### src/design/lpc_pkg.sv
package lpc_pkg;

	////////////////////////////////////////
	// Datapath widths
	////////////////////////////////////////

	// Signed speech sample
	typedef logic signed [15:0] sample_t;

	// Product after the arithmetic shift
	typedef logic signed [31:0] prod_t;

	// Lag accumulator with eight guard bits
	typedef logic signed [39:0] acc_t;

	// Saturated lag result
	typedef logic signed [31:0] corr_t;

	////////////////////////////////////////
	// Controller states
	////////////////////////////////////////

	typedef enum logic [2:0] {
		IDLE,
		LOAD_WAIT,
		MAC_RUN,
		MAC_STORE,
		EMIT
	} ctrl_state_t;

endpackage

### src/design/mac_ctrl_if.sv
`timescale 1ns/1ns

interface mac_ctrl_if #(
	parameter int FRAME_LEN = 80,
	parameter int LAG_COUNT = 10
);
	localparam int ADDR_W = $clog2(FRAME_LEN);
	localparam int IDX_W = $clog2(LAG_COUNT);

	// Read side of the frame buffer
	logic              rd_bank;
	logic [ADDR_W-1:0] rd_addr_a;
	logic [ADDR_W-1:0] rd_addr_b;

	// Accumulator control, already aligned to the MAC pipeline
	logic              mac_clear;
	logic              mac_en;
	logic              store_en;
	logic [IDX_W-1:0]  store_idx;

	// Kicks off the output stream
	logic              emit_start;

	modport ctrl (output rd_bank, rd_addr_a, rd_addr_b, mac_clear, mac_en,
		store_en, store_idx, emit_start);
	modport buf_side (input rd_bank, rd_addr_a, rd_addr_b);
	modport mac_side (input mac_clear, mac_en, store_en);
	modport ser_side (input store_en, store_idx, emit_start);

endinterface

### src/design/frame_buffer.sv
`timescale 1ns/1ns

module frame_buffer #(
	parameter int FRAME_LEN = 80,
	localparam int ADDR_W = $clog2(FRAME_LEN)
) (
	input  logic              clock,
	input  logic              start,
	input  lpc_pkg::sample_t  in,
	input  logic [ADDR_W-1:0] wr_addr,
	mac_ctrl_if.buf_side      bus,
	output lpc_pkg::sample_t  rd_data_a,
	output lpc_pkg::sample_t  rd_data_b
);

	// Two banks, one filling while the other is read
	lpc_pkg::sample_t mem [2][FRAME_LEN];

	logic wr_bank;

	// Always write the bank that is not being read
	assign wr_bank = ~bus.rd_bank;

	////////////////////////////////////////
	// Write port
	////////////////////////////////////////

	always_ff @(posedge clock)
	begin
		// One sample per start strobe
		if (start)
		begin
			mem[wr_bank][wr_addr] <= in;
		end
	end

	////////////////////////////////////////
	// Read ports
	////////////////////////////////////////

	// Port a gives x[n], port b gives x[n-k]
	// Data valid one cycle after the address
	always_ff @(posedge clock)
	begin
		rd_data_a <= mem[bus.rd_bank][bus.rd_addr_a];
		rd_data_b <= mem[bus.rd_bank][bus.rd_addr_b];
	end

endmodule

### src/design/lag_mac.sv
`timescale 1ns/1ns

module lag_mac #(
	parameter int PROD_SHIFT = 6
) (
	input  logic             clock,
	input  logic             rst_n,
	input  lpc_pkg::sample_t rd_data_a,
	input  lpc_pkg::sample_t rd_data_b,
	mac_ctrl_if.mac_side     bus,
	output lpc_pkg::corr_t   result
);

	// Saturation bounds, 32-bit range seen from the 40-bit accumulator
	localparam lpc_pkg::acc_t ACC_MAX = lpc_pkg::acc_t'(32'sh7FFF_FFFF);
	localparam lpc_pkg::acc_t ACC_MIN = -ACC_MAX - 1;

	lpc_pkg::prod_t prod_full;
	lpc_pkg::prod_t prod_q;
	lpc_pkg::acc_t  acc;
	lpc_pkg::acc_t  acc_base;
	lpc_pkg::acc_t  acc_add;

	// Clamp to signed 32 bits
	function automatic lpc_pkg::corr_t saturate(input lpc_pkg::acc_t value);
		lpc_pkg::corr_t clamped;
		if (value > ACC_MAX)
		begin
			clamped = 32'sh7FFF_FFFF;
		end
		else if (value < ACC_MIN)
		begin
			clamped = 32'sh8000_0000;
		end
		else
		begin
			clamped = value[31:0];
		end
		return clamped;
	endfunction

	////////////////////////////////////////
	// Stage 1, product
	////////////////////////////////////////

	// 16x16 signed fits 32 bits, even for -32768 squared
	assign prod_full = rd_data_a * rd_data_b;

	always_ff @(posedge clock)
	begin
		prod_q <= prod_full >>> PROD_SHIFT;
	end

	////////////////////////////////////////
	// Stage 2, accumulate
	////////////////////////////////////////

	// Clear and accumulate together start a new lag on its first product
	assign acc_base = bus.mac_clear ? '0 : acc;
	assign acc_add  = bus.mac_en ? lpc_pkg::acc_t'(prod_q) : '0;

	always_ff @(posedge clock or negedge rst_n)
	begin
		if (!rst_n)
		begin
			acc <= '0;
		end
		else
		begin
			acc <= acc_base + acc_add;
		end
	end

	// Result held until the next store
	always_ff @(posedge clock)
	begin
		if (bus.store_en)
		begin
			result <= saturate(acc);
		end
	end

endmodule

### src/design/result_serializer.sv
`timescale 1ns/1ns

module result_serializer #(
	parameter int LAG_COUNT = 10,
	localparam int IDX_W = $clog2(LAG_COUNT)
) (
	input  logic           clock,
	input  logic           rst_n,
	input  lpc_pkg::corr_t result,
	mac_ctrl_if.ser_side   bus,
	output lpc_pkg::corr_t out,
	output logic           out_valid,
	output logic           done
);

	// One slot per lag, slot 0 holds r[1]
	lpc_pkg::corr_t slots [LAG_COUNT];

	logic             wr_pend;
	logic [IDX_W-1:0] wr_idx;
	logic [IDX_W-1:0] rd_idx;

	////////////////////////////////////////
	// Slot write
	////////////////////////////////////////

	// lag_mac registers result on store_en, so write one cycle later
	always_ff @(posedge clock or negedge rst_n)
	begin
		if (!rst_n)
		begin
			wr_pend <= 1'b0;
		end
		else
		begin
			wr_pend <= bus.store_en;
		end
	end

	always_ff @(posedge clock)
	begin
		if (bus.store_en)
		begin
			wr_idx <= bus.store_idx;
		end
		if (wr_pend)
		begin
			slots[wr_idx] <= result;
		end
	end

	////////////////////////////////////////
	// Output stream
	////////////////////////////////////////

	always_ff @(posedge clock or negedge rst_n)
	begin
		if (!rst_n)
		begin
			out_valid <= 1'b0;
			done      <= 1'b0;
			rd_idx    <= '0;
		end
		else if (bus.emit_start)
		begin
			out_valid <= 1'b1;
			done      <= (LAG_COUNT == 1);
			rd_idx    <= IDX_W'(1);
		end
		else if (done)
		begin
			// Tenth word just went out
			out_valid <= 1'b0;
			done      <= 1'b0;
		end
		else if (out_valid)
		begin
			rd_idx <= rd_idx + 1'b1;
			done   <= (rd_idx == IDX_W'(LAG_COUNT - 1));
		end
	end

	// Word register, loaded on emit and on each step
	always_ff @(posedge clock)
	begin
		if (bus.emit_start)
		begin
			out <= slots[0];
		end
		else if (out_valid && !done)
		begin
			out <= slots[rd_idx];
		end
	end

endmodule

### src/design/lpc_control.sv
`timescale 1ns/1ns

module lpc_control #(
	parameter int FRAME_LEN = 80,
	parameter int LAG_COUNT = 10,
	localparam int ADDR_W = $clog2(FRAME_LEN)
) (
	input  logic              clock,
	input  logic              rst_n,
	input  logic              start,
	output logic [ADDR_W-1:0] wr_addr,
	mac_ctrl_if.ctrl          bus
);

	localparam int IDX_W = $clog2(LAG_COUNT);
	localparam int LAG_W = $clog2(LAG_COUNT + 1);

	// Token bits travelling with each issued address
	localparam int TOK_EN    = 0;
	localparam int TOK_CLR   = 1;
	localparam int TOK_STORE = 2;
	localparam int TOK_EMIT  = 3;

	lpc_pkg::ctrl_state_t state;

	logic [LAG_W-1:0]  lag;
	logic [ADDR_W-1:0] n_idx;
	logic              frame_full;
	logic              last_n;
	logic              last_lag;
	logic [3:0]        tok_now;
	logic [3:0]        tok_d1;
	logic [3:0]        tok_d2;
	logic [IDX_W-1:0]  idx_now;
	logic [IDX_W-1:0]  idx_d1;
	logic [IDX_W-1:0]  idx_d2;

	////////////////////////////////////////
	// Sample counter and bank swap
	////////////////////////////////////////

	assign frame_full = start && (wr_addr == ADDR_W'(FRAME_LEN - 1));

	// Runs on its own so the next frame loads during the MAC loops
	always_ff @(posedge clock or negedge rst_n)
	begin
		if (!rst_n)
		begin
			wr_addr     <= '0;
			bus.rd_bank <= 1'b0;
		end
		else if (frame_full)
		begin
			wr_addr     <= '0;
			bus.rd_bank <= ~bus.rd_bank;
		end
		else if (start)
		begin
			wr_addr <= wr_addr + 1'b1;
		end
	end

	////////////////////////////////////////
	// Lag loop FSM
	////////////////////////////////////////

	assign last_n   = (n_idx == ADDR_W'(FRAME_LEN - 1));
	assign last_lag = (lag == LAG_W'(LAG_COUNT));

	always_ff @(posedge clock or negedge rst_n)
	begin
		if (!rst_n)
		begin
			state <= lpc_pkg::IDLE;
			lag   <= '0;
			n_idx <= '0;
		end
		else
		begin
			case (state)
				lpc_pkg::IDLE:
				begin
					if (start)
					begin
						state <= lpc_pkg::LOAD_WAIT;
					end
				end
				lpc_pkg::LOAD_WAIT:
				begin
					// Bank swaps on this same edge
					if (frame_full)
					begin
						state <= lpc_pkg::MAC_RUN;
						lag   <= LAG_W'(1);
						n_idx <= ADDR_W'(1);
					end
				end
				lpc_pkg::MAC_RUN:
				begin
					if (last_n)
					begin
						state <= lpc_pkg::MAC_STORE;
					end
					else
					begin
						n_idx <= n_idx + 1'b1;
					end
				end
				lpc_pkg::MAC_STORE:
				begin
					if (last_lag)
					begin
						state <= lpc_pkg::EMIT;
					end
					else
					begin
						// Inner loop restarts at n = k
						state <= lpc_pkg::MAC_RUN;
						lag   <= lag + 1'b1;
						n_idx <= ADDR_W'(lag) + 1'b1;
					end
				end
				lpc_pkg::EMIT:
				begin
					state <= lpc_pkg::LOAD_WAIT;
				end
				default:
				begin
					state <= lpc_pkg::IDLE;
				end
			endcase
		end
	end

	// Read addresses x[n] and x[n-k]
	assign bus.rd_addr_a = n_idx;
	assign bus.rd_addr_b = n_idx - ADDR_W'(lag);

	////////////////////////////////////////
	// Two-cycle alignment to the MAC
	////////////////////////////////////////

	assign idx_now = IDX_W'(lag - 1'b1);

	always_comb
	begin
		tok_now            = '0;
		tok_now[TOK_EN]    = (state == lpc_pkg::MAC_RUN);
		tok_now[TOK_CLR]   = (state == lpc_pkg::MAC_RUN) && (n_idx == ADDR_W'(lag));
		tok_now[TOK_STORE] = (state == lpc_pkg::MAC_STORE);
		tok_now[TOK_EMIT]  = (state == lpc_pkg::EMIT);
	end

	// Read cycle plus product cycle
	always_ff @(posedge clock or negedge rst_n)
	begin
		if (!rst_n)
		begin
			tok_d1 <= '0;
			tok_d2 <= '0;
		end
		else
		begin
			tok_d1 <= tok_now;
			tok_d2 <= tok_d1;
		end
	end

	always_ff @(posedge clock)
	begin
		idx_d1 <= idx_now;
		idx_d2 <= idx_d1;
	end

	assign bus.mac_en     = tok_d2[TOK_EN];
	assign bus.mac_clear  = tok_d2[TOK_CLR];
	assign bus.store_en   = tok_d2[TOK_STORE];
	assign bus.emit_start = tok_d2[TOK_EMIT];
	assign bus.store_idx  = idx_d2;

endmodule

### src/design/lpc_frontend_top.sv
`timescale 1ns/1ns

module lpc_frontend_top #(
	parameter int FRAME_LEN  = 80,
	parameter int LAG_COUNT  = 10,
	parameter int PROD_SHIFT = 6
) (
	input  logic        clock,
	input  logic        rst_n,
	input  logic        start,
	input  logic [15:0] in,
	output logic [31:0] out,
	output logic        out_valid,
	output logic        done
);

	localparam int ADDR_W = $clog2(FRAME_LEN);

	logic [ADDR_W-1:0] wr_addr;
	lpc_pkg::sample_t  rd_data_a;
	lpc_pkg::sample_t  rd_data_b;
	lpc_pkg::corr_t    result;

	// Controller to datapath bundle
	mac_ctrl_if #(
		.FRAME_LEN(FRAME_LEN),
		.LAG_COUNT(LAG_COUNT)
	) ctrl_bus ();

	lpc_control #(
		.FRAME_LEN(FRAME_LEN),
		.LAG_COUNT(LAG_COUNT)
	) lpc_control_i (
		.clock   (clock),
		.rst_n   (rst_n),
		.start   (start),
		.wr_addr (wr_addr),
		.bus     (ctrl_bus.ctrl)
	);

	frame_buffer #(
		.FRAME_LEN(FRAME_LEN)
	) frame_buffer_i (
		.clock     (clock),
		.start     (start),
		.in        (in),
		.wr_addr   (wr_addr),
		.bus       (ctrl_bus.buf_side),
		.rd_data_a (rd_data_a),
		.rd_data_b (rd_data_b)
	);

	lag_mac #(
		.PROD_SHIFT(PROD_SHIFT)
	) lag_mac_i (
		.clock     (clock),
		.rst_n     (rst_n),
		.rd_data_a (rd_data_a),
		.rd_data_b (rd_data_b),
		.bus       (ctrl_bus.mac_side),
		.result    (result)
	);

	result_serializer #(
		.LAG_COUNT(LAG_COUNT)
	) result_serializer_i (
		.clock     (clock),
		.rst_n     (rst_n),
		.result    (result),
		.bus       (ctrl_bus.ser_side),
		.out       (out),
		.out_valid (out_valid),
		.done      (done)
	);

endmodule

### config.mk
export PLATFORM = sky130hd
export DESIGN_NAME = lpc_frontend_top
export DESIGN_NICKNAME = d
export VERILOG_FILES = /design/src/design/lpc_pkg.sv /design/src/design/mac_ctrl_if.sv /design/src/design/frame_buffer.sv /design/src/design/lag_mac.sv /design/src/design/result_serializer.sv /design/src/design/lpc_control.sv /design/src/design/lpc_frontend_top.sv
export SDC_FILE = /design/constraint.sdc
export NUM_CORES = 2
export LEC_CHECK = 0
export BUFFER_PORTS_ARGS = -buffer_cell sky130_fd_sc_hd__buf_2
export CORE_UTILIZATION = 38
export DETAILED_ROUTE_END_ITERATION = 8
export GPL_TIMING_DRIVEN = 0
export PLACE_DENSITY = 0.53
export SKIP_CTS_REPAIR_TIMING = 1
export SLEW_MARGIN = 20
export SYNTH_ARGS = -nofsm -noshare
export SYNTH_HDL_FRONTEND = slang
export SYNTH_SLANG_ARGS = --single-unit
### constraint.sdc
create_clock -name clock -period 15.6 [get_ports clock]
set_input_delay 0.78 -clock clock [delete_from_list [all_inputs] [get_ports clock]]
set_output_delay 0.78 -clock clock [all_outputs]
set_load 0.01 [all_outputs]
Word level (Yosys, flattened, before mapping)
Memory sizes are Yosys's and may differ from the RTL's.
Cells that the tools add are included.

storage, ports and cells
  register bits after elaboration = 211
  output and inout port bits = 34
  input port bits = 19
  bits in writable memories = 2880
  memories = 2
  logic and storage cells = 111

cells by class
  $add $sub $neg = 8
  multiply operators = 1
  equality and inequality tests = 15
  reduce and logical (&&, ||, !) cells = 16
  bitwise logic cells = 4
  $lt $le $gt $ge = 6
  mux-type cells = 39

memory list
  name                       depth  bits a word  read ports  clocked after Yosys merged registers in  wr ports  line                     text
  frame_buffer_i.mem         2      1280         1           0                                        1         frame_buffer.sv:17       lpc_pkg::sample_t mem [2][FRAME_LEN];
  result_serializer_i.slots  10     32           2           0                                        1         result_serializer.sv:17  lpc_pkg::corr_t slots [LAG_COUNT];

operators with widths
  cell                                                             number
  two-way mux 1280 bit                                             1
  binary-select mux 16 bit (select 7 bit)                          2
  demux 16 bit (select 7 bit)                                      1
  two-way mux 32 bit                                               3
  two-way mux 16 bit                                               5
  two-way mux 40 bit                                               2
  adder 40 bit                                                     1
  greater-than comparator 40 x 32 -> 1 bit, second input constant  1
  less-than comparator 40 x 32 -> 1 bit, second input constant     1
  two-way mux 7 bit                                                5
  multiplier 16 x 16 -> 32 bit                                     1
  greater-or-equal comparator 8 bit, second input constant         3
  NOT 7 -> 8 bit                                                   3
  one-hot mux 7 bit (3 select lines)                               1
  two-way mux 4 bit                                                5
  one-hot mux 3 bit (5 select lines)                               1
  adder 7 x 1 -> 7 bit, second input constant                      2
  == test 7 bit, second input constant                             2
  two-way mux 3 bit                                                4
  nonzero test 2 bit                                               5
  adder 4 x 1 -> 4 bit, second input constant                      2
  == test 4 bit, second input constant                             2
  less-than comparator 8 x 1 -> 1 bit, second input constant       1
  two-way mux 1 bit                                                8
  18 further kinds                                                 27

Depth between registers and ports, before layout
  depth in word-level cells = 6
  mapped depth = 24
  mapped depth without buffers = 23

By module
From an unflattened synthesis, not the netlist that was laid out.

unflattened totals
  cell total of the unflattened synthesis = 8405
  area total of the unflattened synthesis = 150157.8 um^2

by module, submodules not included
  module             cells an instance  seq. area each (um^2)  area an instance (um^2)  instances
  frame_buffer       5921               77514.3                119271.9                 1
  lag_mac            1541               2482.4                 14776.7                  1
  result_serializer  770                10865.4                14293.7                  1
  lpc_control        173                910.9                  1815.5                   1

Worst setup path before layout
Ideal clock, no wire load.

  kind = register -> register
  start point = register frame_buffer_i.rd_data_b[1]
  end point = register, netlist name lag_mac_i.prod_q[25]
  required time = 15528 ps
  slack = 9564 ps
  stages on the path, launching flop included = 23
  arrival time = 5964 ps
  buffers on the path = 1
  library setup time = 72 ps
  clock period less this slack = 6036 ps
  cells stage by stage = dfxtp_1 -> clkbuf_1 -> nand2_1 -> fa_1 -> fa_1 -> fa_1 -> inv_1 -> fa_1 -> fa_1 -> inv_1 -> fa_1 -> inv_1 -> ha_1 -> o21a_1 -> o21a_1 -> o21ai_0 -> a32oi_1 -> a31oi_1 -> nor2_1 -> nor3_1 -> o21bai_1 -> a221oi_1 -> xnor2_1

on the way
  cells in the longest elaborated chain, start to end = 1

ends and longest elaborated chain
  item                          line                text
  start, declared               frame_buffer.sv:13  output lpc_pkg::sample_t rd_data_b
  start signal, assigned        frame_buffer.sv:46  rd_data_b <= mem[bus.rd_bank][bus.rd_addr_b];
  multiplier 16 x 16 -> 32 bit  lag_mac.sv:47       assign prod_full = rd_data_a * rd_data_b;
  net lag_mac_i.prod_full[31]   lag_mac.sv:18       lpc_pkg::prod_t prod_full;

The timed path passes the listed nets, and every way through them passes these cells.
A chain may end at the register's enable or synchronous reset.

Final worst setup path
  start point = register lpc_control_i.n_idx[0] (netlist: lpc_control_i.bus.rd_addr_a[0])
  end point = register frame_buffer_i.rd_data_b[5]

on the way
  cells in the longest elaborated chain, start to end = 5

ends and longest elaborated chain
  item                                                   line                text
  start, declared                                        lpc_control.sv:27   logic [ADDR_W-1:0] n_idx;
  start signal, assigned                                 lpc_control.sv:106  n_idx <= n_idx + 1'b1;
  start signal, assigned                                 lpc_control.sv:120  n_idx <= ADDR_W'(lag) + 1'b1;
  subtractor 7 x 4 -> 7 bit                              lpc_control.sv:137  assign bus.rd_addr_b = n_idx - ADDR_W'(lag);
  NOT 7 -> 8 bit (implied by the code)                   frame_buffer.sv:46
  binary-select mux 16 bit (select 7 bit)                frame_buffer.sv:46
  two-way mux 16 bit (implied by the code) (2 in a row)  frame_buffer.sv:46

No other way between the ends. The select of a mux whose other input is x is not followed.

==> flow_summary_export.csv <==
group,metric,value,unit
run_status,status,"complete, no violations",
timing,setup_ws,7380,ps
logic_synthesis,ys_seq_area_frac,0.621,
logic_synthesis,netlist_area,0.148,sq mm
final_layout,multi_input_area,0.0531,sq mm
logic_synthesis,netlist_top_cells_count,"edfxtp_1 (2948), mux4_2 (1071), mux2i_1 (547), nand2_1 (473), nor2_1 (459)",
routing,drt_iter0_markers,14775,
logic_synthesis,synth_fp_nets,9061,
place,gp_congestion,1.04,
logic_synthesis,ys_warn_count,0,
global_routing,grt_max_degree,113,
timing,worst_pin_slew,1370,ps
clock_tree,htreeDepth,5,
logic_synthesis,yosysTopAreaCell,"edfxtp_1",
routing,drc,0,
logic_synthesis,syn_area_per_cell,17.1,sq um
global_routing,gr-total-overflow,0,
floorplan,initial_core_util,0.383,
place,place_area,0.160,sq mm
timing,hold_viol_final,0,
global_routing,grt_first_pass_wirelength,816000,microns
timing,grt_setup_unrepaired,"no",
floorplan,die_x,626,microns
clock_tree,clock_latency,990,ps
global_routing,track_usage,0.311,
final_layout,finalNetCount,9650,
clock_tree,cts_max_path_buffers,4,
critical_path,crit_fanout,10,
critical_path,cp.required,16320,ps
logic_synthesis,yosysMostFrequentCell,"edfxtp_1",
timing,fin_crit,8220,ps
final_layout,areaGrowthSynthToFinish,16.2,%
global_routing,grt_antenna_before_repair,67,
timing,fin_skew,73.0,ps
logic_synthesis,syn_inst,8650,
final_layout,utilization,0.444,
floorplan,die_y,626,microns
place,dpl.hpwl,446000,microns
critical_path,cp_cell_sequence,"buf_4 > inv_2 > buf_4 > buf_1 > ha_1 > inv_1 > fa_1 > clkbuf_1 > inv_2 > clkbuf_1 > clkbuf_2 > buf_16 > mux4_2 > a211oi_1 > a211oi_1 > nor2_1 > o21ai_1",
logic_synthesis,yosys_register_bits,3091,
timing,finalSetupViolations,0,
clock_tree,cts-buffers-inserted,344,
routing,dr.pass1.iters,7,
critical_path,critPathBufInv,10,
critical_path,cp-start-kind,"flip-flop",
critical_path,max_stage_delay,950,ps
routing,vias,93682,
floorplan,dieArea,0.391,sq mm
critical_path,end_kind,"flip-flop",
timing,relSlewSlack,0.0807,
critical_path,crit_family,"buffers and inverters",
job,cap_violations,0,
place,pre_cts_slack,7890,ps
routing,routed_wl,619000,microns
final_layout,drive_gt1_frac,0.269,
timing,final.setup.tns,0,ps
timing,slew_viol_final,0,
floorplan,io_pins,53,
final_layout,fin_area,0.172,sq mm
timing,fin_crit_sh,0.527,
clock_tree,clock-root-buffer,"clkbuf_16",
critical_path,crit_slowest_cell,"clkbuf_1",
timing,max_freq,122,MHz
routing,vias_per_cell,6.36,
logic_synthesis,async_flop_share,0.0249,
clock_tree,cts_sinks,3091,
floorplan,core_region_area,0.386,sq mm
logic_synthesis,synth-edff-count,2948,
final_layout,fillers,33585,
logic_synthesis,ys_top_cells_by_area,"edfxtp_1 (60%), mux4_2 (16%), mux2i_1 (3.7%)",
logic_synthesis,yosys.cell_types.count,73,
critical_path,path_class,"reg2reg",
hold_path,hold_path.class,"in2reg",
logic_synthesis,yosysTopAreaCellShare,0.599,
place,io_buffers,51,
logic_synthesis,ys_dominant_reg_cell,"edfxtp_1",
critical_path,cp.arrival,8940,ps
floorplan,num_rows,228,
clock_tree,cts_tree,"done",
final_layout,layout.area.seq,0.0918,sq mm
global_routing,grt_pass1_vias,90561,
routing,wl_per_cell,42.0,microns
routing,postRouteAntennaNets,0,
clock_tree,clk_pin_slew_worst_paths,60,ps
[sequential cells by signal, indices dropped and copies added, names as in the netlist, 4 cells and up]
signal and cells:
frame_buffer_i.rd_data_a 16, lpc_control_i.lag 4, result_serializer_i.wr_idx 4, lpc_control_i.idx_d1 4
frame_buffer_i.rd_data_b 16, lpc_control_i.wr_addr 7, lag_mac_i.acc 40, lag_mac_i.result 32
lpc_control_i.tok_d1 4, result_serializer_i.rd_idx 4, lpc_control_i.tok_d2 4, lag_mac_i.prod_q 26
frame_buffer_i.mem 2560, lpc_control_i.bus.store_idx 4, lpc_control_i.bus.rd_addr_a 7, result_serializer_i.out 32
result_serializer_i.slots 320
[logic make-up (layout without fill, tap and decap cells)]
kind of cell	after synthesis	in the layout	share of synthesized area
flops	3091	3091	0.621
buf+inv	871	1747	0.0276
xor+xnor	86	86	0.00510
other cells	0	30	0
compound gates	1045	1045	0.0428
mux	1821	1821	0.216
simple gates	1344	1344	0.0409
fa+ha+maj	392	392	0.0466
[layout by cell type, fill, tap and decap left out, types with 30 or more instances in the layout]
cell type,count
inv_1,298
mux2_2,198
bufinv_16,36
clkinv_2,61
nand2b_1,37
nor2_1,292
dfrtp_1,76
clkbuf_1,233
xnor2_1,63
buf_12,42
a211oi_1,124
fa_1,263
clkinv_1,96
edfxtp_1,2948
o221ai_1,40
a21oi_1,333
buf_16,102
buf_6,90
mux2i_1,547
diode_2,30
nand3_1,33
buf_4,69
mux4_2,1071
o21ai_0,270
nand2_1,472
o22ai_1,66
clkbuf_16,344
and2_1,159
ha_1,129
nor2b_1,93
dfxtp_1,66
nor2_4,143
buf_2,155
a21o_1,56
clkbuf_2,115
[through the flow]
step,hold WS [ps],cells
detailed placement,312,14067
global route,237,14705
floorplan,310,8650
CTS,-350,14700
global placement,314,13876
finish,217,14731
[worst paths after layout]
kind                                           startpoint                        endpoint  slack, ps  cells past startpoint
setup / recovery           lpc_control_i.bus.rd_addr_a[0]     frame_buffer_i.rd_data_b[5]       7380                     17
hold / removal                                      in[8]      frame_buffer_i.mem[1][376]        220                      1
setup reg to reg           lpc_control_i.bus.rd_addr_a[0]     frame_buffer_i.rd_data_b[5]       7380                     17
hold reg to reg                   lpc_control_i.idx_d1[3]  lpc_control_i.bus.store_idx[3]        330                      0
max in group asynchronous                           rst_n  lpc_control_i.bus.rd_addr_a[1]      14670                      3
min in group asynchronous                           rst_n   result_serializer_i.out_valid        270                      2
[routing by layer]
metal / part of all wire / routed length [microns] / track usage
met1: 0.37 / 228000 / 0.392
met2: 0.44 / 273000 / 0.470
met5: 0.00085 / 529 / 0.00296
met3: 0.12 / 72700 / 0.0997
met4: 0.073 / 45000 / 0.185
[cell type report]
type	count	area share
inverter	303	0.00663
sequential	3091	0.535
buffer	568	0.0183
multi-input combinational	4688	0.309
antenna	30	0.000437
clock buffer	394	0.0514
tap	5175	0.0377
timing repair buffer	243	0.0269
clock inverter	239	0.0145
Power is not shown: default switching activity piles up to over one toggle a cycle in this logic, so the estimate is an artifact.
